==> config.mk <==
export PLATFORM = sky130hd
export DESIGN_NAME = fetch_unit
export DESIGN_NICKNAME = d
export VERILOG_FILES = /design/src/hw/cpu_pkg.sv /design/src/hw/fetch_unit.sv
export VERILOG_INCLUDE_DIRS = /design/src /design/src/include
export SDC_FILE = /design/constraint.sdc
export NUM_CORES = 2
export LEC_CHECK = 0
export BUFFER_PORTS_ARGS = -buffer_cell sky130_fd_sc_hd__buf_2
export CORE_MARGIN = 2
export CORE_UTILIZATION = 45
export DETAILED_ROUTE_END_ITERATION = 10
export MAX_ROUTING_LAYER = met4
export PLACE_DENSITY = 0.71
export SYNTH_ARGS = -nofsm -noshare
export SYNTH_HDL_FRONTEND = slang
export SYNTH_SLANG_ARGS = --single-unit
==> constraint.sdc <==
create_clock -name clk -period 2.4 [get_ports clk]
set_clock_uncertainty 0.05 [all_clocks]
set_input_delay 0.24 -clock clk [delete_from_list [all_inputs] [get_ports clk]]
set_output_delay 0.24 -clock clk [all_outputs]
set_load 0.005 [all_outputs]
==> src/include/cpu_config.svh <==
// cpu sizes and opcode codes, included by the package and by every module that uses them
`ifndef CPU_CONFIG_SVH
`define CPU_CONFIG_SVH

`define CPU_WORD_W   16  // data and instruction width
`define CPU_PC_W     7   // 128 program words
`define CPU_DADDR_W  8   // 256 data words
`define CPU_RADDR_W  4   // 16 registers

`define CPU_OP_NOOP  4'd0
`define CPU_OP_STORE 4'd1  // mem[addr] <= reg
`define CPU_OP_LOAD  4'd2  // reg <= mem[addr]
`define CPU_OP_ADD   4'd3
`define CPU_OP_SUB   4'd4
`define CPU_OP_HALT  4'd5

`endif

==> src/hw/cpu_pkg.sv <==
// shared cpu types, imported with a wildcard import by every design module
`include "cpu_config.svh"

package cpu_pkg;

  typedef logic [`CPU_WORD_W-1:0]  word_t;   // data or instruction word
  typedef logic [`CPU_PC_W-1:0]    pc_t;     // program address
  typedef logic [`CPU_DADDR_W-1:0] daddr_t;  // data memory address
  typedef logic [`CPU_RADDR_W-1:0] raddr_t;  // register index
  typedef logic                    alu_op_t; // 0 add, 1 subtract

  typedef enum logic [3:0] {
    INIT,
    FETCH,
    DECODE,
    EXEC_NOOP,
    EXEC_LOAD,
    EXEC_STORE,
    EXEC_ADD,
    EXEC_SUB,
    HALT
  } ctrl_state_t;

endpackage

==> src/hw/fetch_unit.sv <==
// instruction fetch: loadable program memory, program counter and instruction register
`timescale 1ns/1ps
`include "cpu_config.svh"

module fetch_unit import cpu_pkg::*; (
  input  logic  clk,
  input  logic  arst_n,
  input  logic  prog_wr,    // preload strobe, already gated by prog_sel
  input  pc_t   prog_addr,
  input  word_t prog_data,
  input  logic  pc_clr,
  input  logic  pc_inc,
  input  logic  ir_ld,
  output word_t instr       // ir content
);

  localparam int PROG_DEPTH = 2 ** `CPU_PC_W;

  word_t prog_mem [PROG_DEPTH];
  pc_t   pc;
  word_t ir;
  word_t prog_word;

  // preload only, the cpu never writes program memory
  always_ff @(posedge clk)
  begin
    if (prog_wr)
    begin
      prog_mem[prog_addr] <= prog_data;
    end
  end

  assign prog_word = prog_mem[pc];  // combinational read at pc

  always_ff @(posedge clk or negedge arst_n)
  begin
    if (!arst_n)
    begin
      pc <= '0;
      ir <= '0;
    end
    else
    begin
      if (pc_clr)
      begin
        pc <= '0;
      end
      else if (pc_inc)
      begin
        pc <= pc + pc_t'(1);  // wraps at end of program memory
      end
      if (ir_ld)
      begin
        ir <= prog_word;
      end
    end
  end

  assign instr = ir;

endmodule

# [Word level (Yosys, flattened, before mapping)]
# Memory sizes are Yosys's and may differ from the RTL's. A register that Yosys moved wholly into a read port is not among the register bits.
# Index checks and enable logic that the tools add are counted.
[word_totals] ff_bits=7 ramBits=2048 in_bits=29 out_inout_bits=16 elab_cells=9 mem_count=1
[memory_table] name="prog_mem" words=128 word_bits=16 read_ports=1 rd_ports_with_merged_regs=1 write_ports=1 line_no="fetch_unit.sv:19" rtl="word_t prog_mem [PROG_DEPTH];"
[op_classes] add_sub_neg=1 muxes=4 reduce_logical=2
[op_table] cell="$mux 7" count=2
[op_table] cell="$add 7x1->7 const B" count=1
[op_table] cell="$mux 1" count=2
[op_table] cell="$reduce_bool 2->1" count=1
[op_table] cell="$logic_not 1->1" count=1

# [Depth between registers and ports, before layout]
[depth] word_depth=3 mapped_depth=12

# [Worst setup path before layout]
# No wires, ideal clock.
[synth_path] path_type="input to register" startpoint="input port prog_wr" endpoint="memory prog_mem[100][0] (netlist name) (enable)" arrival_ns=1.944 path_slack_ns=-0.003 path_stages=3 path_buffers=1 cell_sequence="clkbuf_1 -> nand4_1 -> nor3_1"
[synth_via] elab_chain_len=2
[synth_lines] item="from (decl)" line_no="fetch_unit.sv:8" rtl="input logic prog_wr,"
[synth_lines] item="$mux 1" line_no="fetch_unit.sv:27" rtl="if (prog_wr)"
[synth_lines] item="$mux 1 (not written as such)" line_no="fetch_unit.sv:29" rtl="prog_mem[prog_addr] <= prog_data;"
[synth_lines] item="to (decl)" line_no="fetch_unit.sv:19"
# No other way between the ends.

==> results.md <==
• kind of end point of the critical path: register
• clock sink total: 2071
• Slowest Stage Delay on Critical Path: 0.52 ns
• slowest library cell on the worst path: dfrtp_4
• clock tree from TritonCTS: yes
• maximum clock frequency: 0.364 GHz
• highest routed layer: met4
• synthesized area per cell: 20.8 µm²
• syn_nets: 3869
• initial antenna violation count: 12
• CP Max Fanout: 8
• maximum capacitance violations: 0
• unrepaired setup endpoints after global routing: true
• violated checks: negative setup slack
• final-stage net count: 4528
• global-route wire length before repair: 306000 µm
• routed metal-1 wire length: 82200 µm
• Layout Area Growth over Synthesis: 21.6%
• grt ovf: 0
• number of different library cells in the post-synthesis netlist: 59
• routed wire length per instance: 30.9 µm
• DP Worst Slack: -0.823 ns
• register bit count reported by yosys: 2071
• result of the run: finished with violations
• asr flop ratio synth: 1.11%
• total routing usage reported by global routing: 24.4%
• final weighted congestion in routability-driven placement: 0.921
• number of instances in the synthesized netlist: 3839
• final worst-path cycle share: 114%
• vias in the first global route: 41800
• Worst Setup Path Type: reg2reg
• Startpoint Class: register
• cell at the root of the clock tree: clkbuf_16
• crit-path most repeated cell: buf_12
• met3 routed WL: 21300 µm
• amount of wire on met2 after detailed routing: 102000 µm
• Total Die Area: 181000 µm²
• Clock Path Buffers: 3
• pin slew with the least headroom to its limit: 1.13 ns
• drt first-iter violations: 6183
• sequential cell area fraction in the yosys report: 77.6%
• total power density per cell area: 789 nW/µm²
• Final Max Slew Viols: 0
• initial standard-cell utilization of the core: 45.3%
• Die Height: 426 µm
• final count of hold timing violations: 0
• quantity of I/O buffers inserted on ports: 44
• number of synthesized flops with an enable pin: 2048
• count of synthesis-stage warnings from yosys: 0
• total half-perimeter wirelength after legalization and detailed placement: 130000 µm
• number of rows created at floorplan: 154
• TritonCTS Buffers: 195
• worst ir drop on vdd: 914 µV
• Final Routed Wirelength: 216000 µm
• area of the core region: 176000 µm²
• Tightest Hold Check Type: in2reg
• TritonRoute pass-1 iters: 6
• worst skew pair latency: 0.87 ns
• DR DRC count: 0
• Die Width: 426 µm
• H-Tree Depth: 4
• vias: 43000
• pin count of the biggest net entering global routing: 129
• routed vias/inst: 6.14
• ys flop type: edfxtp_1
• io pins: 45
• Critical Path RT: 3.12 ns
• post-synthesis instance area: 80000 µm²
• Finish-stage setup viols: 16
• clock slew at reported path FFs: 0.06 ns
• tightest slew margin relative to the limit: 24.2%
• setup slack of the most critical reg-to-reg path: -0.34 ns
• critical path data arrival time: 3.47 ns
• share of final-layout standard cells stronger than drive strength 1: 32.6%
• Final Core Density: 55.1%
• Leakage Power: 0.0309 µW
• antenna violation net count after detailed routing: 0
• worst-case setup margin in the final layout: -0.345 ns
• chain of cells forming the critical path: buf_12, buf_12, buf_12, or3b_4, buf_4, o22ai_1, a2111oi_2, buf_4, nor3_2, a2bb2oi_2
• shortest clock period the worst path allows after layout: 2.74 ns
placed cells by master (no fill, tap or decap), types with 9 or more instances in the layout:
cell type	synthesis	final
o21ai_0	44	25
o221ai_1	40	21
buf_16	0	12
nor2_1	178	154
o21ai_1	0	13
clkinv_1	1	52
o22ai_2	0	11
buf_2	82	28
o22ai_1	37	25
nor2_4	0	13
a21oi_1	98	68
a211oi_2	0	12
nand3_1	37	33
nand2_1	115	113
a22oi_1	63	56
a21oi_2	0	26
buf_4	42	405
mux2i_1	362	347
nor2_2	1	12
mux2i_2	0	12
a221oi_1	18	9
bufinv_16	0	25
buf_12	2	180
o221ai_2	0	15
clkbuf_1	65	31
mux4_2	374	376
dfrtp_1	23	17
dlygate4sd3_1	0	22
nor3_2	0	11
a31oi_1	25	21
clkinv_2	0	38
nor2b_1	14	10
clkbuf_16	0	204
buf_6	18	25
edfxtp_1	2048	2048
Yosys cell counts (all sizes together) (3+ instances only):
library cell,count,area (µm²)
mux2i,362,3620
nand3b,5,37.5
a2111oi,14,136
o41ai,3,26.3
mux2,5,56.3
o211ai,7,52.6
a221o,3,30.0
nor2b,14,87.6
and2,4,25.0
xnor2,5,43.8
a41oi,6,52.6
buf,157,1030
a221oi,18,158
nor2,179,674
nand4,3,18.8
a211oi,19,143
a31oi,25,156
nand2,115,432
o21ai,44,220
nor3,16,80.1
mux4,378,8530
a311o,6,60.1
clkbuf,65,244
a22oi,63,473
o221ai,40,350
a2bb2oi,3,26.3
o22ai,37,231
edfxtp,2048,61500
nand2b,3,18.8
a311oi,3,26.3
a21oi,98,490
or4,5,37.5
a211o,6,52.6
dfrtp,23,576
nand3,37,185
a22o,3,26.3
area by class of cell:
class                           instances  area, µm²
Fill cell                           12900      79200
Sequential cell                      2071      62100
Multi-Input combinational cell       1543      17900
Timing Repair Buffer                  684       7900
Clock buffer                          228       5050
Tap cell                             2340       2930
Clock inverter                        133       1400
Inverter                                3       16.3
Antenna cell                            5       12.5
worst max-delay path: cells and delay by family, from the launching register on:
kind	cells	cell delay, ns
DFF	1	0.52
AOI/OAI and AO/OA	3	0.48
buffers and inverters	5	0.82
and+or+nand+nor	2	0.79
cell families (layout without fill, tap and decap cells):
group | count (synthesis) | after routing | share of synthesized area (%)
other | 0 | 5 | 0
AND/OR/NAND/NOR | 387 | 387 | 2.05
multiplexers | 745 | 745 | 15.3
buffers and inverters | 225 | 1048 | 1.60
XOR/XNOR | 5 | 5 | 0.0547
adder cells (fa/ha/maj) | 1 | 1 | 0.0156
AO/OA/AOI/OAI | 405 | 405 | 3.46
flip-flops | 2071 | 2071 | 77.6
state kept, by name, indices dropped and copies added, names as in the netlist:
register and flops:
prog_mem 2048, pc 7, instr 16
final timing paths:
| path | startpoint | to | cells after the start |
|---|---|---|---|
| max in group asynchronous | arst_n | pc[0] | 3 |
| max reg2reg | pc[0] | instr[14] | 10 |
| max | pc[0] | instr[14] | 10 |
| min | prog_addr[0] | prog_mem[87][5] | 4 |
| min reg2reg | instr[4] | instr[4] | 2 |
| min in group asynchronous | arst_n | pc[6] | 3 |
repair_timing:
item / CTS / global route
pin swaps: 32 / 57
gates cloned: 10 / 7
setup buffers: 28 / 28
hold buffers: 22 / 0
setup endpoints to repair: 16 / 16
gates resized for setup: 176 / 135
hold endpoints to repair: 847 / 0
routing by layer:
metal	vias up	global-route usage, %
met2	2655	37.0
met3	531	4.06
met1	22500	32.8
met4	0	10.5
met5	-	-
li1	17300	-
power breakdown:
group,internal (µW),leakage (µW),switching (µW)
registers,39900,0.0187,136
logic,2620,0.00911,3030
clock network,17800,0.00315,13300
per-stage QoR:
stage          total power, µW  hold WS [ns]  setup TNS [ns]  instances  cell area (µm²)
2_1_floorplan            43400        -0.106          -0.109       3839            80000
3_3_place_gp             45700         0.216           -8.14       6558            88400
3_5_place_dp             45800         0.216           -8.50       6558            88400
4_1_cts                  76900       0.00799           -5.29       6977            96400
5_1_grt                  78600        0.0744           -5.44       7005            97300
6_report                 76700        0.0754           -4.89       7007            97300
Note: power is estimated with default switching activity, not from simulation.
