<file path="src/include/cpu_config.svh">
// cpu sizes and opcode codes, included by the package and by every module that uses them
`ifndef CPU_CONFIG_SVH
`define CPU_CONFIG_SVH

`define CPU_WORD_W   16  // data and instruction width
`define CPU_PC_W     7   // 128 program words
`define CPU_DADDR_W  8   // 256 data words
`define CPU_RADDR_W  4   // 16 registers

`define CPU_OP_NOOP  4'd0
`define CPU_OP_STORE 4'd1  // mem[addr] <= reg
`define CPU_OP_LOAD  4'd2  // reg <= mem[addr]
`define CPU_OP_ADD   4'd3
`define CPU_OP_SUB   4'd4
`define CPU_OP_HALT  4'd5

`endif

</file>
<file path="src/hw/cpu_pkg.sv">
// shared cpu types, imported with a wildcard import by every design module
`include "cpu_config.svh"

package cpu_pkg;

  typedef logic [`CPU_WORD_W-1:0]  word_t;   // data or instruction word
  typedef logic [`CPU_PC_W-1:0]    pc_t;     // program address
  typedef logic [`CPU_DADDR_W-1:0] daddr_t;  // data memory address
  typedef logic [`CPU_RADDR_W-1:0] raddr_t;  // register index
  typedef logic                    alu_op_t; // 0 add, 1 subtract

  typedef enum logic [3:0] {
    INIT,
    FETCH,
    DECODE,
    EXEC_NOOP,
    EXEC_LOAD,
    EXEC_STORE,
    EXEC_ADD,
    EXEC_SUB,
    HALT
  } ctrl_state_t;

endpackage

</file>
<file path="src/hw/controller.sv">
// fetch/decode/execute sequencer, turns the instruction register into control strobes
`timescale 1ns/1ps
`include "cpu_config.svh"

module controller import cpu_pkg::*; (
  input  logic    clk,
  input  logic    arst_n,
  input  logic    run,
  input  word_t   instr,
  output logic    pc_clr,
  output logic    pc_inc,
  output logic    ir_ld,
  output daddr_t  d_addr,
  output logic    d_wr,
  output raddr_t  ra_addr,
  output raddr_t  rb_addr,
  output raddr_t  rf_waddr,
  output logic    rf_wr,
  output logic    rf_sel,   // 1 selects memory data
  output alu_op_t alu_op,
  output logic    halted
);

  ctrl_state_t state;
  ctrl_state_t next_state;
  logic [3:0]  opcode;

  assign opcode = instr[15:12];

  always_ff @(posedge clk or negedge arst_n)
  begin
    if (!arst_n)
    begin
      state <= INIT;
    end
    else
    begin
      state <= next_state;
    end
  end

  always_comb
  begin
    next_state = state;
    pc_clr     = 1'b0;
    pc_inc     = 1'b0;
    ir_ld      = 1'b0;
    d_addr     = '0;
    d_wr       = 1'b0;
    ra_addr    = '0;
    rb_addr    = '0;
    rf_waddr   = '0;
    rf_wr      = 1'b0;
    rf_sel     = 1'b0;
    alu_op     = alu_op_t'(0);
    halted     = 1'b0;
    case (state)
      INIT:
      begin
        pc_clr = 1'b1;  // hold pc at zero until run
        if (run)
        begin
          next_state = FETCH;
        end
      end
      FETCH:
      begin
        ir_ld      = 1'b1;
        pc_inc     = 1'b1;
        next_state = DECODE;
      end
      DECODE:
      begin
        d_addr = instr[11:4];  // memory read starts here for load
        case (opcode)
          `CPU_OP_NOOP:  next_state = EXEC_NOOP;
          `CPU_OP_STORE: next_state = EXEC_STORE;
          `CPU_OP_LOAD:  next_state = EXEC_LOAD;
          `CPU_OP_ADD:   next_state = EXEC_ADD;
          `CPU_OP_SUB:   next_state = EXEC_SUB;
          `CPU_OP_HALT:  next_state = HALT;
          default:       next_state = EXEC_NOOP;  // undefined codes
        endcase
      end
      EXEC_LOAD:
      begin
        rf_waddr   = instr[3:0];
        rf_sel     = 1'b1;  // rdata valid this cycle
        rf_wr      = 1'b1;
        next_state = FETCH;
      end
      EXEC_STORE:
      begin
        d_addr     = instr[11:4];
        ra_addr    = instr[3:0];  // ra_data is the write data
        d_wr       = 1'b1;
        next_state = FETCH;
      end
      EXEC_ADD, EXEC_SUB:
      begin
        ra_addr    = instr[11:8];
        rb_addr    = instr[7:4];
        rf_waddr   = instr[3:0];
        rf_wr      = 1'b1;
        alu_op     = alu_op_t'(state == EXEC_SUB);
        next_state = FETCH;
      end
      HALT:
      begin
        halted = 1'b1;  // left only through reset
      end
      default:
      begin
        next_state = FETCH;  // EXEC_NOOP
      end
    endcase
  end

endmodule

</file>
<file path="config.mk">
export PLATFORM = sky130hd
export DESIGN_NAME = controller
export DESIGN_NICKNAME = d
export VERILOG_FILES = /design/src/hw/cpu_pkg.sv /design/src/hw/controller.sv
export VERILOG_INCLUDE_DIRS = /design/src /design/src/include
export SDC_FILE = /design/constraint.sdc
export NUM_CORES = 1
export LEC_CHECK = 0
export CELL_PAD_IN_SITES_DETAIL_PLACEMENT = 1
export CELL_PAD_IN_SITES_GLOBAL_PLACEMENT = 2
export CORE_ASPECT_RATIO = 1.5
export CORE_MARGIN = 3
export CORE_UTILIZATION = 23
export CTS_CLUSTER_DIAMETER = 60
export DETAILED_ROUTE_END_ITERATION = 7
export DONT_BUFFER_PORTS = 1
export PLACE_DENSITY_LB_ADDON = 0.1
export SKIP_CTS_REPAIR_TIMING = 1
export SYNTH_ARGS = -nofsm -noshare
export SYNTH_HDL_FRONTEND = slang
export SYNTH_SLANG_ARGS = --single-unit
</file>
<file path="constraint.sdc">
create_clock -name clk -period 1.45 [get_ports clk]
set_input_delay 0.29 -clock clk [delete_from_list [all_inputs] [get_ports clk]]
set_output_delay 0.29 -clock clk [all_outputs]
set_load 0.02 [all_outputs]
</file>
Yosys cells after proc, flatten, opt, wreduce, memory -nomap -nowiden:

Cells that the tools add are included.

* input bits: 19
* output and inout port bits: 28
* flip-flop bits (word level): 4
* word-level logic and storage cells: 34

* reductions and logical operators: 5
* bitwise gates (word level): 1
* multiplexer cells: 14
* eq/ne operators: 13

Operator list (number)
* $eq 4x3->1 const B: 6
* $pmux 4 s5: 1
* $pmux 4 s4: 1
* $eq 4x2->1 const B: 3
* $mux 4: 3
* $eq 4x1->1 const B: 2
* $mux 8: 1
* $pmux 4 s2: 1
* $mux 1: 7
* $eq 4x4->1 const B: 1
* $logic_not 4->1: 1
* $reduce_or 2->1: 2
* $reduce_or 3->1: 1
* $ne 2x2->1 const B: 1
* $reduce_and 2->1: 1
* $not 1->1: 1

Logic depth before layout (Yosys ltp):

Gate-level depths: netlist of run 1.

* depth after elaboration: 3
* depth in mapped cells: 4

Worst setup path before layout of run 1:

Ideal clock, no wire load.

* path type: register to output
* from: register state[3]
* to: output port ra_addr[0]
* stages on the path, launching flop included: 5
* arrival time: 1.422 ns
* required time: 1.160 ns
* setup slack: -0.262 ns
* path buffers: 1
* cells stage by stage: dfrtp_1 > clkbuf_1 > nand2b_1 > nor2_1 > a22o_1

* word-level cells in the longest chain between the ends: 3

RTL lines
* from (decl): line controller.sv:24 `ctrl_state_t state;`
* from (signal assigned): line controller.sv:38 `state <= next_state;`
* $eq 4x3->1: line controller.sv:57 `case (state)`
* $reduce_or 2->1
* $pmux 4 s2 *: line controller.sv:57
* to (decl): line controller.sv:15 `output raddr_t ra_addr,`

Every way passes the cells marked *; elsewhere a longest branch is shown, timed or not.

Worst setup path in the final report of run 1:

* from: register state[0]
* to: output port d_addr[3]

* word-level cells in the longest chain between the ends: 3

RTL lines
* $eq 4x2->1 or $eq 4x3->1 (tied branches): line controller.sv:57
* $reduce_or 2->1 (no source line) *
* $mux 8 *: line controller.sv:57
* to (decl): line controller.sv:13 `output daddr_t d_addr,`

Marked as above.

==> results of run 1 <==
-- per-stage QoR --
step                      power, mW  worst slack, ns  hold slack (ns)  TNS [ns]  cells
final                          1.49           -0.283            0.236     -4.72    103
after global routing           1.59           -0.324            0.237     -6.27    103
after CTS                      1.10           -0.322           -0.254     -6.91     96
after detailed placement      0.962          -0.0739         -0.00549    -0.651     93
after global placement        0.955          -0.0485         -0.00545    -0.419     93
after floorplan               0.713           -0.237         -0.00559     -2.92     61
-- layout by cell type, fill, tap and decap left out, drive strengths merged --
| cell type | count |
|---|---|
| buf | 21 |
| and2 | 17 |
| dfrtp | 4 |
| a22o | 4 |
| nand2b | 4 |
| nor2 | 4 |
| clkbuf | 3 |
| nor2b | 2 |
| nand3b | 2 |
| or3b | 2 |
| inv | 2 |
| nor3 | 2 |
| a21oi | 2 |
| nor4 | 2 |
| nor4b | 1 |
| nand3 | 1 |
| nand2 | 1 |
| a311oi | 1 |
| o21ai | 1 |
| nor3b | 1 |
| a2111oi | 1 |
| or4 | 1 |
| xor2 | 1 |
| o21bai | 1 |
| dlygate4sd3 | 1 |
-- layout make-up --
| class | count | area [µm²] | share of cell area |
|---|---|---|---|
| multi-input cells | 51 | 499 | 0.575 |
| inverters | 2 | 7.51 | 0.00865 |
| clock buffers | 3 | 22.5 | 0.0259 |
| flip-flops and latches | 4 | 100 | 0.115 |
| repair buffers | 22 | 213 | 0.245 |
| well taps | 21 | 26.3 | 0.0303 |
-- how the worst max path moves through the flow --
stage               slack [ns]         to  depth (start not counted)
global placement         -0.05  d_addr[6]                          4
global route             -0.32  d_addr[3]                          4
CTS                      -0.32  d_addr[5]                          4
floorplan                -0.24     halted                          2
detailed placement       -0.07  d_addr[5]                          4
finish                   -0.28  d_addr[3]                          4
-- routing by layer --
layer	up-vias	routed length [µm]	GRT usage
met5	-	0	0
met2	30	994	0.227
met1	258	433	0.0911
met4	0	0	0.0533
li1	255	-	-
met3	0	172	0.0297
-- logic make-up (layout without fill, tap and decap cells) --
logic type,count (synthesis),in the layout,share of synthesized area
AO/OA/AOI/OAI,10,10,0.171
XOR/XNOR,1,1,0.0190
buffers and inverters,6,27,0.0596
flip-flops,4,4,0.217
AND/OR/NAND/NOR,40,40,0.534
-- worst register-to-register path, cell delays in order, from the launching register on --
cell and delay (ns):
dfrtp_1 0.37, buf_4 0.14, buf_8 0.13, buf_6 0.13
or4_4 0.52, o21bai_1 0.15
-- where the power goes --
group,internal [mW],switching (mW)
sequential,0.147,0.0203
clock,0.0925,0.0446
combinational,0.601,0.587
total,0.840,0.652
==> qor.csv, run 1 <==
metric,value,unit
status,"complete, but fails checks",
failing checks,negative setup slack,
Least-Margin Pin Slew,0.353,ns
CTS Sinks,4,
critical path's top delay family,simple AND/OR/NAND/NOR gates,
first-pass GRT wire length,2.08,mm
Placed Area,613,µm²
Synth top area share,0.230,
Cell Rows,19,
largest cells by area after synthesis,"and2_1 (23%), dfrtp_1 (22%), a22o_1 (7.6%)",
crit-path cells,or3b_1 -> a21oi_2 -> buf_6 -> and2_4,
DIE HEIGHT,60.9,µm
"flops & latches, synth",4,
critical path startpoint,state[0],
Worst VDD drop,0.693,mV
Netlist cell types,26,
Hold EP,state[2],
Worst Reg-to-Reg Cells,5,
worst reg2reg startpoint,state[0],
clock skew,0.00139,ns
leakage,0.381,nW
clock period minus worst slack,1.73,ns
Clock Root Buffer,clkbuf_4,
Post-Route WL,1.60,mm
"Slew Viols, Final",0,
quantity of I/O buffers inserted on ports,0,
arrival time at the worst endpoint,1.44,ns
Die ar.,2590,µm²
number of synthesized flops with an enable pin,0,
fraction of layout instances using a drive strength above 1,0.744,
Top reg by flops,state,
routed len/inst,15.5,µm
number of diodes,0,
CTS tree,done,
critical path's slowest cell,or3b_1,
worst path bufs/invs,1,
DRT antenna net count,0,
RD Place Congestion,0.707,
"Cell Area, Synth",462,µm²
Final HPWL DP,1.17,mm
hold path depth,2,
"top cells by count, synth","and2_1 (17), a22o_1 (4), dfrtp_1 (4), nand2b_1 (4), nor2_1 (4)",
Die X,42.6,µm
Max-Cap Viols,0,
DR vias,543,
Tightest Hold Check Type,input pin to flop,
"reg-to-reg slack, setup",-0.06,ns
nets,103,
Total GRT Usage,0.109,
min-delay src,instr[15],
Starting Density,0.246,
RSZ-0062 raised after global routing,yes,
Yosys top cell by area,and2_1,
Max Clk Rate,577,MHz
"Core Util, Final",0.462,
H-tree Lvls,1,
Iter 0 DRT Violations,2,
DRT Pass-1 Iters,2,
Mapped Cells,61,
Post-synth top flop,dfrtp_1,
synth warn,0,
# IOs,47,
max FFs per register,4,
Clock Latency Late Sink,0.23,ns
Worst setup EP type,primary output,
relative slew slack,0.759,
Worst EP required,1.16,ns
critical path type,flop to primary output,
Final Hold Fails,0,
CP Max Fanout,8,
CTS max path bufs,2,
number of fill cells,215,
remaining global-route overflow,0,
final setup vio count,29,
Synth async-reset ratio,1.00,
Syn Nets,80,
core area,1880,µm²
largest net degree at the start of global routing,12,
most frequent cell after synthesis,and2_1,
worst reg2reg path endpoint,state[3],
Final Instance Area,868,µm²
"Seq/Total Area, Yosys",0.217,
Via density,5.27,
pwr/cell area,1720,nW/µm²
Inserted Clock Buffers,3,
Worst Slack Setup Final,-0.283,ns
clk slew on worst S/H paths,0.04,ns
biggest regs,state (4),
Area Growth Syn to Fin,88.1,%
initial antenna violation count,0,
# DRC,0,
max incr delay on CP,0.38,ns
Mapped Avg Cell Area,7.57,µm²
Worst setup SP type,flop,
vias in the first global route,488,
fin crit share,1.20,
Note: power is estimated with default switching activity, not from simulation.
==> inputs of run 2 (changes only) <==
Settings changed: CORE_ASPECT_RATIO 1.5 to unset, CORE_UTILIZATION 23 to 28.
Clock period 1.45 ns to 2.2 ns, I/O delays scaled along.
==> qor.csv, run 2 (synthesized netlist as in run 1, its figures left out) <==
metric,value,unit
first-pass GRT wire length,2.13,mm
CTS max path bufs,2,
Least-Margin Pin Slew,0.344,ns
Max Used Layer,met3,
met2 wire length,650,µm
Max Clk Rate,494,MHz
clock skew,0.000743,ns
pre-CTS setup slack,0.281,ns
largest net degree at the start of global routing,12,
leakage,0.233,nW
Top reg by flops,state,
critical path type,flop to primary output,
sequential fraction of design power,0.205,
RD Place Congestion,0.727,
clock period minus worst slack,2.02,ns
"commonest non-fill, non-tap cells in the layout","and2_1 (17), buf_4 (8), nand2b_1 (4), a22o_1 (4)",
arrival time at the worst endpoint,1.58,ns
met3 wire length,92,µm
"commonest non-fill, non-tap cell in the layout",and2_1,
CTS Sinks,4,
Worst Slack Setup Final,0.177,ns
max FFs per register,4,
fin crit share,0.920,
Total GRT Usage,0.132,
min-delay src,instr[14],
initial antenna violation count,0,
Clock Root Buffer,clkbuf_4,
worst reg2reg startpoint,state[3],
status,"finished, final reports clean",
DRT met1 WL,557,µm
core area,1520,µm²
Area Growth Syn to Fin,22.5,%
number of diodes,0,
worst reg2reg path endpoint,state[3],
CP Max Fanout,9,
clk slew on worst S/H paths,0.04,ns
"Slew Viols, Final",0,
Worst Reg-to-Reg Cells,3,
Iter 0 DRT Violations,4,
Cell Rows,14,
Die X,46.6,µm
"reg-to-reg slack, setup",0.81,ns
Final HPWL DP,1.08,mm
Psw,0.310,mW
setup TNS,0,ns
CTS tree,done,
fraction of layout instances using a drive strength above 1,0.203,
relative slew slack,0.764,
hold path depth,2,
DR vias,466,
Worst EP required,1.76,ns
Worst setup EP type,primary output,
vias in the first global route,476,
Max-Cap Viols,0,
remaining global-route overflow,0,
RSZ-0062 raised after global routing,no,
max incr delay on CP,0.42,ns
Final Hold Fails,0,
Starting Density,0.303,
biggest regs,state (4),
DRT Pass-1 Iters,4,
crit-path cells,or3b_1 -> a21oi_4 -> and2_1,
routed len/inst,15.3,µm
Worst VDD drop,0.322,mV
Comb power frac,0.653,
DRT antenna net count,0,
Switching Fraction,0.506,
Clock Latency Late Sink,0.23,ns
# DRC,0,
Post-Route WL,1.30,mm
H-tree Lvls,1,
critical path's slowest cell,dfrtp_2,
Pint,0.302,mW
Tightest Hold Check Type,input pin to flop,
Worst setup SP type,flop,
Clock power frac,0.143,
final setup vio count,0,
# IOs,47,
Hold WS,0.375,ns
Hold EP,state[2],
Inserted Clock Buffers,3,
Via density,5.48,
Die ar.,2170,µm²
nets,90,
DIE HEIGHT,46.6,µm
pwr/cell area,1080,nW/µm²
quantity of I/O buffers inserted on ports,0,
## run 2: cell types whose count changed in the layout (fill, tap and decap cells not counted), sizes merged
cell / previous run / this run
buf: 21 / 8
## run 2: worst max path at each step
stage	startpoint	end	slack (ns)	cells past startpoint
6_report	state[1]	d_addr[5]	0.18	3
2_1_floorplan	state[3]	ra_addr[0]	0.34	4
3_3_place_gp	state[1]	d_addr[6]	0.28	3
5_1_grt	state[0]	rf_waddr[3]	0.05	4
3_5_place_dp	state[1]	d_addr[4]	0.28	3
4_1_cts	state[1]	d_addr[4]	0.03	3
## run 2: power by group through the flow
stage	combinational [mW]	clock, mW	sequential (mW)
finish	0.400	0.0873	0.125
CTS	0.392	0.0928	0.124
detailed placement	0.391	0	0.125
global placement	0.394	0	0.126
global route	0.442	0.0968	0.134
floorplan	0.315	0	0.116
## run 2: area by class of cell
class	count	area (µm²)
Fill cell	196	958
Inverter	2	7.51
Multi-Input combinational cell	51	344
Sequential cell	4	101
Timing Repair Buffer	9	70.1
Tap cell	16	20.0
Clock buffer	3	22.5
## run 2: metal layers
layer  up-vias  GRT usage
met4         0     0.0341
met3         0     0.0195
li1        228          -
met5         -          0
met2        18      0.195
met1       220      0.197
## run 2: critical path: cells and delay by family (launching register included)
family	cells	cell delay [ns]
AO/OA/AOI/OAI	1	0.24
flip-flops	1	0.42
AND/OR/NAND/NOR	2	0.70
## run 2: through the flow
stage / std cells / total power, mW / area [µm²] / utilization
2_1_floorplan: 61 / 0.431 / 462 / -
3_3_place_gp: 81 / 0.520 / 522 / 0.342
3_5_place_dp: 81 / 0.517 / 522 / 0.342
6_report: 85 / 0.612 / 566 / 0.371
4_1_cts: 84 / 0.610 / 544 / 0.357
5_1_grt: 85 / 0.674 / 566 / 0.371
