===== src/include/cpu_config.svh =====
// cpu sizes and opcode codes, included by the package and by every module that uses them
`ifndef CPU_CONFIG_SVH
`define CPU_CONFIG_SVH

`define CPU_WORD_W   16  // data and instruction width
`define CPU_PC_W     7   // 128 program words
`define CPU_DADDR_W  8   // 256 data words
`define CPU_RADDR_W  4   // 16 registers

`define CPU_OP_NOOP  4'd0
`define CPU_OP_STORE 4'd1  // mem[addr] <= reg
`define CPU_OP_LOAD  4'd2  // reg <= mem[addr]
`define CPU_OP_ADD   4'd3
`define CPU_OP_SUB   4'd4
`define CPU_OP_HALT  4'd5

`endif


===== src/hw/cpu_pkg.sv =====
// shared cpu types, imported with a wildcard import by every design module
`include "cpu_config.svh"

package cpu_pkg;

  typedef logic [`CPU_WORD_W-1:0]  word_t;   // data or instruction word
  typedef logic [`CPU_PC_W-1:0]    pc_t;     // program address
  typedef logic [`CPU_DADDR_W-1:0] daddr_t;  // data memory address
  typedef logic [`CPU_RADDR_W-1:0] raddr_t;  // register index
  typedef logic                    alu_op_t; // 0 add, 1 subtract

  typedef enum logic [3:0] {
    INIT,
    FETCH,
    DECODE,
    EXEC_NOOP,
    EXEC_LOAD,
    EXEC_STORE,
    EXEC_ADD,
    EXEC_SUB,
    HALT
  } ctrl_state_t;

endpackage


===== src/hw/datapath.sv =====
// register file with adder/subtracter and write-back select between memory and alu
`timescale 1ns/1ps
`include "cpu_config.svh"

module datapath import cpu_pkg::*; (
  input  logic    clk,
  input  raddr_t  ra_addr,
  input  raddr_t  rb_addr,
  input  raddr_t  rf_waddr,
  input  logic    rf_wr,
  input  logic    rf_sel,     // 1 memory data, 0 alu result
  input  alu_op_t alu_op,
  input  word_t   mem_rdata,
  output word_t   ra_data
);

  localparam int RF_DEPTH = 2 ** `CPU_RADDR_W;

  word_t rf [RF_DEPTH];
  word_t rb_data;
  word_t alu_result;
  word_t wb_data;

  // two combinational read ports
  assign ra_data = rf[ra_addr];
  assign rb_data = rf[rb_addr];

  // modulo 2^16, carry and borrow are dropped
  always_comb
  begin
    if (alu_op)
    begin
      alu_result = ra_data - rb_data;
    end
    else
    begin
      alu_result = ra_data + rb_data;
    end
  end

  assign wb_data = rf_sel ? mem_rdata : alu_result;

  always_ff @(posedge clk)
  begin
    if (rf_wr)
    begin
      rf[rf_waddr] <= wb_data;
    end
  end

endmodule


===== config.mk =====
export PLATFORM = sky130hd
export DESIGN_NAME = datapath
export DESIGN_NICKNAME = d
export VERILOG_FILES = /design/src/hw/cpu_pkg.sv /design/src/hw/datapath.sv
export VERILOG_INCLUDE_DIRS = /design/src /design/src/include
export SDC_FILE = /design/constraint.sdc
export NUM_CORES = 1
export LEC_CHECK = 0
export ABC_AREA = 1
export BUFFER_PORTS_ARGS = -buffer_cell sky130_fd_sc_hd__buf_4
export CORE_MARGIN = 2
export CORE_UTILIZATION = 30
export DETAILED_ROUTE_END_ITERATION = 6
export SLEW_MARGIN = 5
export SYNTH_ARGS = -nofsm -noshare
export SYNTH_HDL_FRONTEND = slang
export SYNTH_SLANG_ARGS = --single-unit
export TNS_END_PERCENT = 100

===== constraint.sdc =====
create_clock -name clk -period 4.6 [get_ports clk]
set_input_delay 0.46 -clock clk [delete_from_list [all_inputs] [get_ports clk]]
set_output_delay 0.46 -clock clk [all_outputs]
set_load 0.02 [all_outputs]

[Word-level counts from Yosys, hierarchy flattened]
Memory sizes are Yosys's and may differ from the RTL's.
Index checks and enable logic that the tools add are counted.
Cells by class
  magnitude comparators: 0
  multiply operators: 0
  equal/unequal tests: 0
  muxes and demuxes: 4
  bitwise operators: 0
  div/mod/pow operators: 0
  reduce and logical (&&, ||, !) cells: 0
  $add $sub $neg: 2
  shift operators: 0
Operator list (number)
  $mux 16: 2
  $add 16x16->16: 1
  $sub 16x16->16: 1
  $mux 1: 2
Word-level totals
  bits in latches: 0
  output and inout port bits: 16
  register bits after elaboration: 0
  word-level logic and storage cells: 7
  memory bits (read-only): 0
  memory bits (writable): 256
  memories: 1
Memories
  rf: words 16, width 16, read ports 2, clocked after Yosys merged registers in 0, wr ports 1, line datapath.sv:19  | word_t rf [RF_DEPTH];

[Depth between registers and ports, before layout]
Gate-level depths: netlist of run 1.
An unclocked memory read counts as a cell.
  depth after elaboration: 4
  mapped depth: 28
  depth with buffers taken out: 26

[Worst setup path before layout of run 1]
Ideal clock, no wire load.
  path type: input to register
  start point: in ra_addr[0]
  end point: mem rf[0][12] in the netlist's numbering (data pin)
  data arrival time: 4.171 ns
  setup time: 0.330 ns
  required time: 4.270 ns
  cell stages on the path: 21
  slack: 0.099 ns
  path through: buf_2 -> clkbuf_1 -> clkbuf_1 -> a21oi_1 -> o21ai_0 -> o221ai_1 -> nand2_1 -> inv_1 -> ha_1 -> fa_1 -> inv_1 -> a21oi_1 -> o21ai_0 -> inv_1 -> nor2_1 -> nor2_1 -> o21ai_0 -> a21boi_0 -> o21ai_0 -> nor2_1 -> o21ai_0
Between the ends
  longest elaborated chain between the ends: 4
  elaborated cells between the ends (all ways): 5
  classes of those cells: add/sub: 2; mux: 2; memory: 1
RTL lines
  start: declaration: line datapath.sv:7  | input raddr_t ra_addr,
  $mem_v2 16x16 (*)
  via ra_data[0]: line datapath.sv:14  | output word_t ra_data
  $add 16x16->16 or $sub 16x16->16 (tied branches): line datapath.sv:37, datapath.sv:33
  $mux 16 (*): line datapath.sv:31  | if (alu_op)
  $mux 16 (*): line datapath.sv:41  | assign wb_data = rf_sel ? mem_rdata : alu_result;
  via wb_data[12]: line datapath.sv:22  | word_t wb_data;
  end: declaration: line datapath.sv:19
Mark *: on every way through the listed nets, which the timed path passes. The rest lies on a longest branch.

==> reports/results.tsv, run 1 <==
stage	metric	value	unit
cts	clockBufferDepth	3	
cts	clock-root-buffer	clkbuf_16	
global_route	gr-usage-all-layers	17.71	%
finish	multi_input_area	5298	µm²
place	io_buffer_count	47	
floorplanning	die_area	49070	µm²
worst_hold_path	hold_class	input pin to register	
yosys	synth_area	14190	µm²
route	route.detailed.drc	5	
yosys	yosys.area_share.simple	18.84	%
yosys	ys.flop_type	edfxtp_1	
cts	post_cts_buffers	0	
finish	nets	1697	
yosys	synth_edf_count	256	
worst_setup_path	cp_cell_sequence	o211ai_1 > nand3_1 > nand3_1 > nand2_1 > inv_2 > ha_1 > or2_2 > o21ai_0 > inv_1 > fa_1 > inv_1 > a21oi_1 > o21ai_0 > inv_1 > nor2_1 > nor2_1 > o21ai_0 > a21boi_0 > o21ai_0 > nand2_1 > nand2_1 > o21ai_0 > buf_4	
cts	clk_pin_slew	60	ps
timing	slew_viol_final	0	
worst_setup_path	critical_path_class	register to register	
timing	hold_ws	320.2	ps
floorplanning	rows	79	
global_route	grt_max_degree	71	
route	drt-total-wl	44680	µm
worst_setup_path	cp_slowest_cell	edfxtp_1	
timing	final-setup-viol-count	0	
global_route	grt-ovfl-total	0	
cts	cts_resized	0	
worst_setup_path	start_kind	register	
pwr	leakage	6.453	nW
yosys	synth_fa_ha_area_share	1.816	%
timing	relSlewSlack	39.08	%
yosys	synth_common_cells	nand2_1 (349), edfxtp_1 (256), inv_1 (195)	
yosys	netlist-cell-type-count	38	
timing	finalClockSkew	23.97	ps
global_route	grt_pass1_wl	66830	µm
cts	tritoncts	built	
timing	period_share	88.57	%
timing	maxClockFrequency	245.4	MHz
route	first_pass_iters	7	
yosys	synth_top_area_share	54.16	%
worst_setup_path	crit_path_max_incr_delay	400	ps
yosys	synth_compound_area_share	15.49	%
yosys	seq_area_frac_synth	54.16	%
finish	top_register	rf	
route	viasPerCell	5.278	
global_route	grt_antenna_before_repair	1	
yosys	synth_top_family_by_area	simple AND/OR/NAND/NOR gates	
finish	syn2layout_area_growth	14.11	%
finish	num-fill-cells	4761	
finish	final_cell_area	16200	µm²
timing	rsz0062_at_grt	no	
route	ant_nets	0	
timing	fin_crit	4074	ps
pwr	powerDensity	366.4	nW/µm²
finish	drive_gt1_share	11.24	%
flow_run	cap_violations	0	
timing	hold_viol_final	0	
run_status	status	finished, violations left	
floorplanning	start_util	30.43	%
worst_setup_path	critPathMaxFanout	16	
place	hpwl	27760	µm
cts	cts_hold_buffers	0	
floorplanning	io_pins	48	
route	routedWlPerCell	19.67	µm
yosys	syn_inst	1610	
yosys	syn_area_per_cell	8.817	µm²
yosys	ys_seq_elements	256	
timing	worst_slew_pin_slew	912.9	ps
finish	register_area	7687	µm²
cts	htreeDepth	1	
worst_setup_path	arrival	4360	ps
worst_setup_path	end_kind	register	
yosys	synth_async_sr_flop_share	0	%
worst_setup_path	path_common_cell	o21ai_0	
yosys	synth_nets	1662	
place	placed_area	15360	µm²
pwr	ir_drop	0.0002505	V
finish	largest_register_ffs	256	
route	drt_iter0_drc	1470	
cts	cts_made_buffers	28	
floorplanning	fp.coreArea	46650	µm²
floorplanning	die_w	221.5	µm
cts	clk_latency	560	ps
global_route	grt_pass1_vias	11060	
yosys	yosysWarningCount	0	
yosys	synth.area.mux_share	0	%
finish	reg.largest.list	rf: 256 flops	
yosys	yosysTopAreaCell	edfxtp_1	
worst_setup_path	crit_required	4880	ps
yosys	yosysMostFrequentCell	nand2_1	
floorplanning	chipHeight	221.5	µm
place	gp_congestion	0.8956	
yosys	synth_xor_area_share	0.8638	%
yosys	synth_area_leaders	edfxtp_1 (54%), nand2_1 (9.2%), nand3_1 (6.7%), o21ai_0 (5.5%), inv_1 (5.2%)	
run_status	violations	design-rule violations	
timing	setup_tns	0	ps
cts	clock-sinks	256	
route	num_vias	11990	
==> layout make-up <==
| cell class | count | share of cell area [%] |
|---|---|---|
| antenna | 1 | 0.01545 |
| sequential | 256 | 47.46 |
| tap | 607 | 4.689 |
| inverter | 200 | 4.635 |
| timing repair buffer | 109 | 5.330 |
| clock buffer | 37 | 4.666 |
| clock inverter | 11 | 0.5021 |
| multi-input combinational | 1050 | 32.71 |
==> critical path: cells and delay by family, from the launching register on <==
kind            cells  cell delay, ps
compound gates      8            1430
simple gates        8             840
fa+ha+maj           2             610
buf+inv             5             510
flops               1             400
==> path summary, 6_finish.rpt <==
kind	from	end	slack (ps)	cells after the start
worst max-delay path	rf[14][0]	rf[7][12]	530	23
worst min-delay path	mem_rdata[1]	rf[4][1]	320	3
worst max register to register	rf[14][0]	rf[7][12]	530	23
worst min register to register	rf[4][0]	rf[0][0]	1270	7
==> placed cells by master, fill, tap and decap left out, drive strengths merged <==
cell	Yosys	routed
xnor2	5	5
clkinv	2	10
o21ai	167	167
o31ai	3	3
o311ai	1	1
fa	1	1
a21o	2	2
a21boi	1	1
nor2	64	64
clkbuf	45	37
diode	0	1
edfxtp	256	256
o22a	1	1
ha	19	19
o2111ai	1	1
nand3	189	189
bufinv	0	1
xor2	9	9
clkinvlp	0	1
nand2	350	350
or2	19	19
a31oi	2	2
a221o	1	1
buf	59	109
o211ai	58	58
inv	198	199
o221ai	20	20
nor3	3	3
nand3b	4	4
a21oi	130	130
==> metal layers <==
metal	global-route usage, %	part of all wire [%]	routed length [µm]	vias up
li1	-	-	-	5611
met1	24.37	42	18810	5703
met2	28.48	45	20230	582
met3	2.306	9.3	4134	90
met4	6.800	3.4	1508	0
met5	0	0	0	-
==> power by group <==
part	leakage, nW	internal, W	switching [W]
Clock	0.408	0.00120	0.000907
Sequential	2.32	0.00275	0.0000132
Combinational	3.73	0.000336	0.000731
==> logic make-up after synthesis <==
kind of cell	Yosys count
AND/OR/NAND/NOR	629
buffers and inverters	304
flip-flops	256
AO/OA/AOI/OAI	387
adder cells (fa/ha/maj)	20
XOR/XNOR	14
==> stage by stage <==
| stage | instances | utilization, % | power, W | setup WS (ps) |
|---|---|---|---|---|
| after floorplan | 1610 | - | 0.003487 | 98.55 |
| after global placement | 2222 | 32.92 | 0.003850 | 275.5 |
| after detailed placement | 2222 | 32.92 | 0.003864 | 214.0 |
| after CTS | 2270 | 34.71 | 0.005959 | 610.9 |
| after global routing | 2271 | 34.72 | 0.006171 | 2.542 |
| final | 2271 | 34.72 | 0.005934 | 525.8 |
Power figures use the tool's default switching activity.
==> run 2, diff against run 1 <==
--- a/config.mk
+++ b/config.mk
@@ -9,7 +9,7 @@
 export ABC_AREA = 1
 export BUFFER_PORTS_ARGS = -buffer_cell sky130_fd_sc_hd__buf_4
 export CORE_MARGIN = 2
-export CORE_UTILIZATION = 30
+export CORE_UTILIZATION = 36
 export DETAILED_ROUTE_END_ITERATION = 6
 export SLEW_MARGIN = 5
 export SYNTH_ARGS = -nofsm -noshare
==> run 2 against run 1 <==
The flow now finishes without violations. Clock skew is 14 ps lower. Design area is 0.12% higher. Global-route usage is 3.2 points higher. Count of clock-buffer cells in the layout is 3 lower. Cell count is 3.7% lower. Die area is 16% lower. Routed wire length is 2.6% lower. Power is 3.0% higher. Clock power is 8% higher. Combinational power hardly changed. Critical path type unchanged. Critical endpoint is now rf[14][12].
==> reports/results.tsv, run 2 (same netlist as run 1, synthesis figures left out) <==
stage	metric	value	unit
run_status	status	finished clean	
cts	clk_latency	550	ps
place	hpwl	26540	µm
floorplanning	die_w	202.6	µm
cts	clock-root-buffer	clkbuf_16	
pwr	leakage	6.506	nW
worst_setup_path	critical_path_class	register to register	
worst_hold_path	worstHoldStart	mem_rdata[15]	
cts	clock-sinks	256	
cts	clockBufferDepth	3	
cts	cts_hold_buffers	0	
pwr	ir_drop	0.0002711	V
floorplanning	die_area	41030	µm²
finish	antenna_cells	0	
timing	maxClockFrequency	250.8	MHz
finish	final_cell_mix	nand2_1 (349), edfxtp_1 (256), inv_1 (194)	
worst_setup_path	reg2reg_slack	610	ps
timing	hold_viol_final	0	
global_route	grt_antenna_before_repair	0	
route	routedWlPerCell	19.91	µm
timing	relSlewSlack	37.88	%
cts	clk_pin_slew	60	ps
worst_hold_path	holdPathStages	4	
finish	fin_util	41.77	%
worst_setup_path	cp.buffers_inverters	6	
floorplanning	start_util	36.56	%
finish	register_area	7687	µm²
worst_setup_path	r2r_end	rf[14][12]	
pwr	powerDensity	377.1	nW/µm²
worst_setup_path	path_delay_family	compound AO/OA/AOI/OAI gates	
worst_setup_path	start_kind	register	
timing	finalClockSkew	9.853	ps
pwr	seqPwrFrac	45.2	%
finish	multi_input_area	5303	µm²
worst_setup_path	r2r-start	rf[6][0]	
cts	cts_resized	0	
finish	largest_register_ffs	256	
finish	nets	1698	
finish	top_register	rf	
global_route	grt-ovfl-total	0	
global_route	gr-usage-all-layers	20.89	%
route	first_pass_iters	6	
route	drt-total-wl	43530	µm
timing	fin_crit	3988	ps
finish	num-fill-cells	3699	
worst_setup_path	rr_worst_depth	25	
floorplanning	rows	72	
pwr	switching_share	26.97	%
floorplanning	fp.coreArea	38830	µm²
route	num_vias	11930	
timing	worst_slew_pin_slew	929.5	ps
worst_setup_path	path_common_cell	o21ai_0	
timing	setup_tns	0	ps
worst_hold_path	holdPathEnd	rf[4][15]	
global_route	grt_max_degree	137	
floorplanning	chipHeight	202.6	µm
finish	final_cell_area	16220	µm²
worst_setup_path	crit_required	4880	ps
cts	htreeDepth	1	
worst_hold_path	hold_class	input pin to register	
global_route	grt_pass1_wl	65740	µm
place	io_buffer_count	47	
worst_setup_path	end_kind	register	
timing	slew_viol_final	0	
floorplanning	io_pins	48	
pwr	intPower	0.004466	W
finish	final_common_cell	nand2_1	
worst_setup_path	crit_path_max_incr_delay	380	ps
worst_setup_path	critPathMaxFanout	16	
finish	drive_gt1_share	11.21	%
cts	post_cts_buffers	0	
timing	rsz0062_at_grt	no	
route	viasPerCell	5.456	
route	ant_nets	0	
global_route	grt_pass1_vias	11040	
finish	reg.largest.list	rf: 256 flops	
pwr	clkPwrFrac	37.2	%
place	gp_congestion	0.8774	
cts	tritoncts	built	
pwr	power_frac_comb	17.7	%
worst_setup_path	arrival	4270	ps
route	drt_iter0_drc	1506	
cts	cts_made_buffers	29	
pwr	p_sw	0.001649	W
place	placed_area	15290	µm²
worst_setup_path	cp_slowest_cell	fa_1	
timing	final-setup-viol-count	0	
flow_run	cap_violations	0	
timing	period_share	86.69	%
route	route.detailed.drc	0	
finish	syn2layout_area_growth	14.24	%
## run 2: changes by cell type in the layout (fill, tap and decap cells not counted), sizes merged
| cell | previous run | this run |
|---|---|---|
| inv | 199 | 198 |
| bufinv | 1 | 4 |
| diode | 1 | 0 |
| clkinv | 10 | 16 |
| clkbuf | 37 | 34 |
## run 2: tightest hold or removal path, cell delays in order
cell	delay, ps
buf_4	80
nand2_1	70
nand2_1	120
buf_12	140
## run 2: worst max path at each step
stage | end | slack (ps) | startpoint | depth (start not counted)
after floorplan | rf[0][12] | 100 | ra_addr[0] | 21
final | rf[14][12] | 610 | rf[6][0] | 25
after detailed placement | rf[11][12] | 290 | rb_addr[0] | 26
after global routing | rf[14][12] | 250 | rf[6][0] | 25
after global placement | rf[11][12] | 300 | rb_addr[0] | 26
after CTS | rf[14][12] | 650 | rf[6][0] | 25
## run 2: stage by stage
| step | setup WS, ps | cells | hold slack, ps | power (W) |
|---|---|---|---|---|
| finish | 612.2 | 2186 | 442.7 | 0.006115 |
| global route | 254.5 | 2186 | 456.0 | 0.006376 |
| CTS | 647.6 | 2186 | 424.3 | 0.006138 |
| detailed placement | 292.9 | 2133 | 988.9 | 0.003877 |
| global placement | 299.4 | 2133 | 987.7 | 0.003861 |
| floorplan | 98.55 | 1610 | 893.0 | 0.003487 |
## run 2: area by class of cell
type	instances	share of cell area (%)
clock buffers	34	4.591
clock inverters	19	1.126
inverters	200	4.629
multi-input cells	1050	32.70
flip-flops and latches	256	47.40
well taps	518	3.997
repair buffers	109	5.555
## run 2: power groups by stage
stage | Clock [W] | Combinational [W] | Sequential, W
CTS | 0.00230 | 0.00107 | 0.00276
detailed placement | 0 | 0.00107 | 0.00281
finish | 0.00227 | 0.00108 | 0.00276
global placement | 0 | 0.00105 | 0.00281
floorplan | 0 | 0.000680 | 0.00281
global route | 0.00241 | 0.00121 | 0.00276
## run 2: metal layers
metal	GRT usage [%]	up-vias	share of wire, %
li1	-	5620	-
met1	29.98	5640	43
met2	33.57	592	45
met3	2.311	75	8.7
met5	0	-	0
met4	5.761	0	2.4
==> run 3, diff against run 2 <==
--- a/config.mk
+++ b/config.mk
@@ -11,6 +11,7 @@
 export CORE_MARGIN = 2
 export CORE_UTILIZATION = 36
 export DETAILED_ROUTE_END_ITERATION = 6
+export PLACE_DENSITY = 0.56
 export SLEW_MARGIN = 5
 export SYNTH_ARGS = -nofsm -noshare
 export SYNTH_HDL_FRONTEND = slang
==> run 3 against run 2 <==
Hold slack lost 42 ps. Global-route usage grew 0.65 points. Maximum frequency shrank 1.4%. Routed wire length rose by 3.5%. Via count is 0.43% lower. Combinational power barely moved. Sequential share of layout area is 0.058 points lower. Setup slack got worse by 56 ps. Count of clock-buffer cells in the layout rose by 5. Cell count rose by 0.18%. Clock skew up 18 ps. Sequential power is essentially flat. Critical endpoint is now rf[12][12]. Largest cell class unchanged. Highest routed layer unchanged.
==> reports/results.tsv, run 3 (same netlist as run 1, synthesis figures left out) <==
stage	metric	value	unit
global_route	grt_pass1_vias	10660	
timing	hold_viol_final	0	
pwr	intPower	0.004429	W
pwr	power_frac_comb	17.8	%
global_route	grt_pass1_wl	66610	µm
worst_setup_path	critical_path_class	register to register	
cts	post_cts_buffers	0	
cts	clock-root-buffer	clkbuf_16	
worst_hold_path	hold_class	input pin to register	
floorplanning	rows	72	
finish	drive_gt1_share	11.66	%
cts	clk_pin_slew	70	ps
timing	period_share	87.90	%
pwr	clkPwrFrac	37.1	%
timing	rsz0062_at_grt	no	
cts	clock-sinks	256	
finish	reg.largest.list	rf: 256 flops	
worst_setup_path	critPathMaxFanout	16	
route	ant_nets	0	
route	drt_iter0_drc	1422	
route	drt-total-wl	45040	µm
timing	relSlewSlack	42.14	%
finish	final_cell_mix	nand2_1 (349), edfxtp_1 (256), inv_1 (194)	
cts	clk_latency	580	ps
pwr	seqPwrFrac	45.1	%
worst_setup_path	cp_slowest_cell	edfxtp_1	
pwr	switching_share	27.63	%
floorplanning	die_area	41030	µm²
floorplanning	die_w	202.6	µm
route	viasPerCell	5.423	
run_status	status	finished clean	
finish	final_common_cell	nand2_1	
worst_setup_path	cp_cell_sequence	o211ai_1 > nand3_1 > nand3_1 > nand2_1 > inv_2 > ha_1 > or2_2 > o21ai_0 > inv_1 > fa_1 > inv_1 > a21oi_1 > o21ai_0 > inv_1 > nor2_1 > nor2_1 > o21ai_0 > a21boi_0 > o21ai_0 > nand2_1 > nand2_1 > o21ai_0 > buf_4	
worst_setup_path	crit_required	4890	ps
finish	num-fill-cells	3767	
place	io_buffer_count	47	
pwr	ir_drop	0.0002894	V
finish	nets	1703	
timing	final-setup-viol-count	0	
global_route	grt_max_degree	91	
route	routedWlPerCell	20.56	µm
cts	cts_resized	0	
worst_setup_path	end_kind	register	
finish	syn2layout_area_growth	14.39	%
worst_setup_path	reg2reg_slack	560	ps
cts	clockBufferDepth	3	
timing	fin_crit	4044	ps
timing	worst_slew_pin_slew	866.9	ps
floorplanning	io_pins	48	
cts	cts_hold_buffers	0	
worst_setup_path	crit_path_max_incr_delay	420	ps
worst_setup_path	arrival	4340	ps
timing	setup_tns	0	ps
place	gp_congestion	0.9145	
cts	cts_made_buffers	30	
finish	antenna_cells	0	
pwr	powerDensity	376.9	nW/µm²
place	hpwl	27890	µm
floorplanning	chipHeight	202.6	µm
global_route	grt-ovfl-total	0	
floorplanning	fp.coreArea	38830	µm²
cts	tritoncts	built	
route	route.detailed.drc	0	
worst_setup_path	path_common_cell	o21ai_0	
route	first_pass_iters	6	
timing	finalClockSkew	28.03	ps
cts	htreeDepth	1	
global_route	gr-usage-all-layers	21.54	%
flow_run	cap_violations	0	
global_route	grt_antenna_before_repair	0	
pwr	leakage	6.537	nW
pwr	p_sw	0.001691	W
timing	slew_viol_final	0	
floorplanning	start_util	36.56	%
worst_setup_path	start_kind	register	
route	num_vias	11880	
finish	fin_util	41.82	%
timing	maxClockFrequency	247.3	MHz
finish	top_register	rf	
finish	largest_register_ffs	256	
-- run 3: cell count changes in the layout (fill, tap and decap cells not counted), moves of 2 or more --
cell,change
clkbuf_1,+3
nor2_2,+2
bufinv_16,-2
nor2_4,-2
clkinv_1,-7
clkinv_2,+3
buf_4,+4
clkbuf_16,+2
-- run 3: metal layers --
| metal | global-route usage (%) | vias to the layer above | routed length [µm] |
|---|---|---|---|
| met5 | 0 | - | 0 |
| met4 | 6.960 | 0 | 1393 |
| met3 | 3.435 | 89 | 4004 |
| met2 | 33.23 | 541 | 19940 |
| met1 | 30.99 | 5615 | 19700 |
| li1 | - | 5631 | - |
-- run 3: stage by stage --
| step | hold slack (ps) | total power [W] | worst slack (ps) | instance area (µm²) | cells |
|---|---|---|---|---|---|
| 3_3_place_gp | 984.8 | 0.003875 | 182.3 | 15310 | 2137 |
| 2_1_floorplan | 893.0 | 0.003487 | 98.55 | 14190 | 1610 |
| 6_report | 400.8 | 0.006120 | 556.4 | 16240 | 2190 |
| 3_5_place_dp | 977.4 | 0.003885 | 138.9 | 15310 | 2137 |
| 4_1_cts | 396.0 | 0.006148 | 571.5 | 16240 | 2190 |
| 5_1_grt | 428.2 | 0.006366 | 79.11 | 16240 | 2190 |
-- run 3: layout make-up --
type | count | area [µm²] | share of cell area [%]
clock inverter | 14 | 121.4 | 0.7475
timing repair buffer | 113 | 930.9 | 5.733
sequential | 256 | 7687 | 47.35
inverter | 200 | 750.7 | 4.624
clock buffer | 39 | 805.8 | 4.963
multi-input combinational | 1050 | 5293 | 32.60
tap | 518 | 648.1 | 3.992
-- run 3: worst max-delay path, delay by kind of cell, from the launching register on --
kind	cells	cell delay (ps)
AO/OA/AOI/OAI	8	1390
adder cells (fa/ha/maj)	2	600
buffers and inverters	5	510
flip-flops	1	420
AND/OR/NAND/NOR	8	820
-- run 3: path summary, 6_finish.rpt --
check	startpoint	endpoint	cells after the start
worst min register to register	rf[12][0]	rf[0][0]	7
worst max-delay path	rf[4][0]	rf[12][12]	23
worst min-delay path	mem_rdata[0]	rf[0][0]	4
worst max register to register	rf[4][0]	rf[12][12]	23
-- run 3: power groups by stage --
| stage | combinational, W | clock [W] | sequential [W] |
|---|---|---|---|
| floorplan | 0.000680 | 0 | 0.00281 |
| CTS | 0.00108 | 0.00231 | 0.00276 |
| finish | 0.00109 | 0.00227 | 0.00276 |
| global route | 0.00120 | 0.00240 | 0.00276 |
| global placement | 0.00107 | 0 | 0.00281 |
| detailed placement | 0.00107 | 0 | 0.00281 |
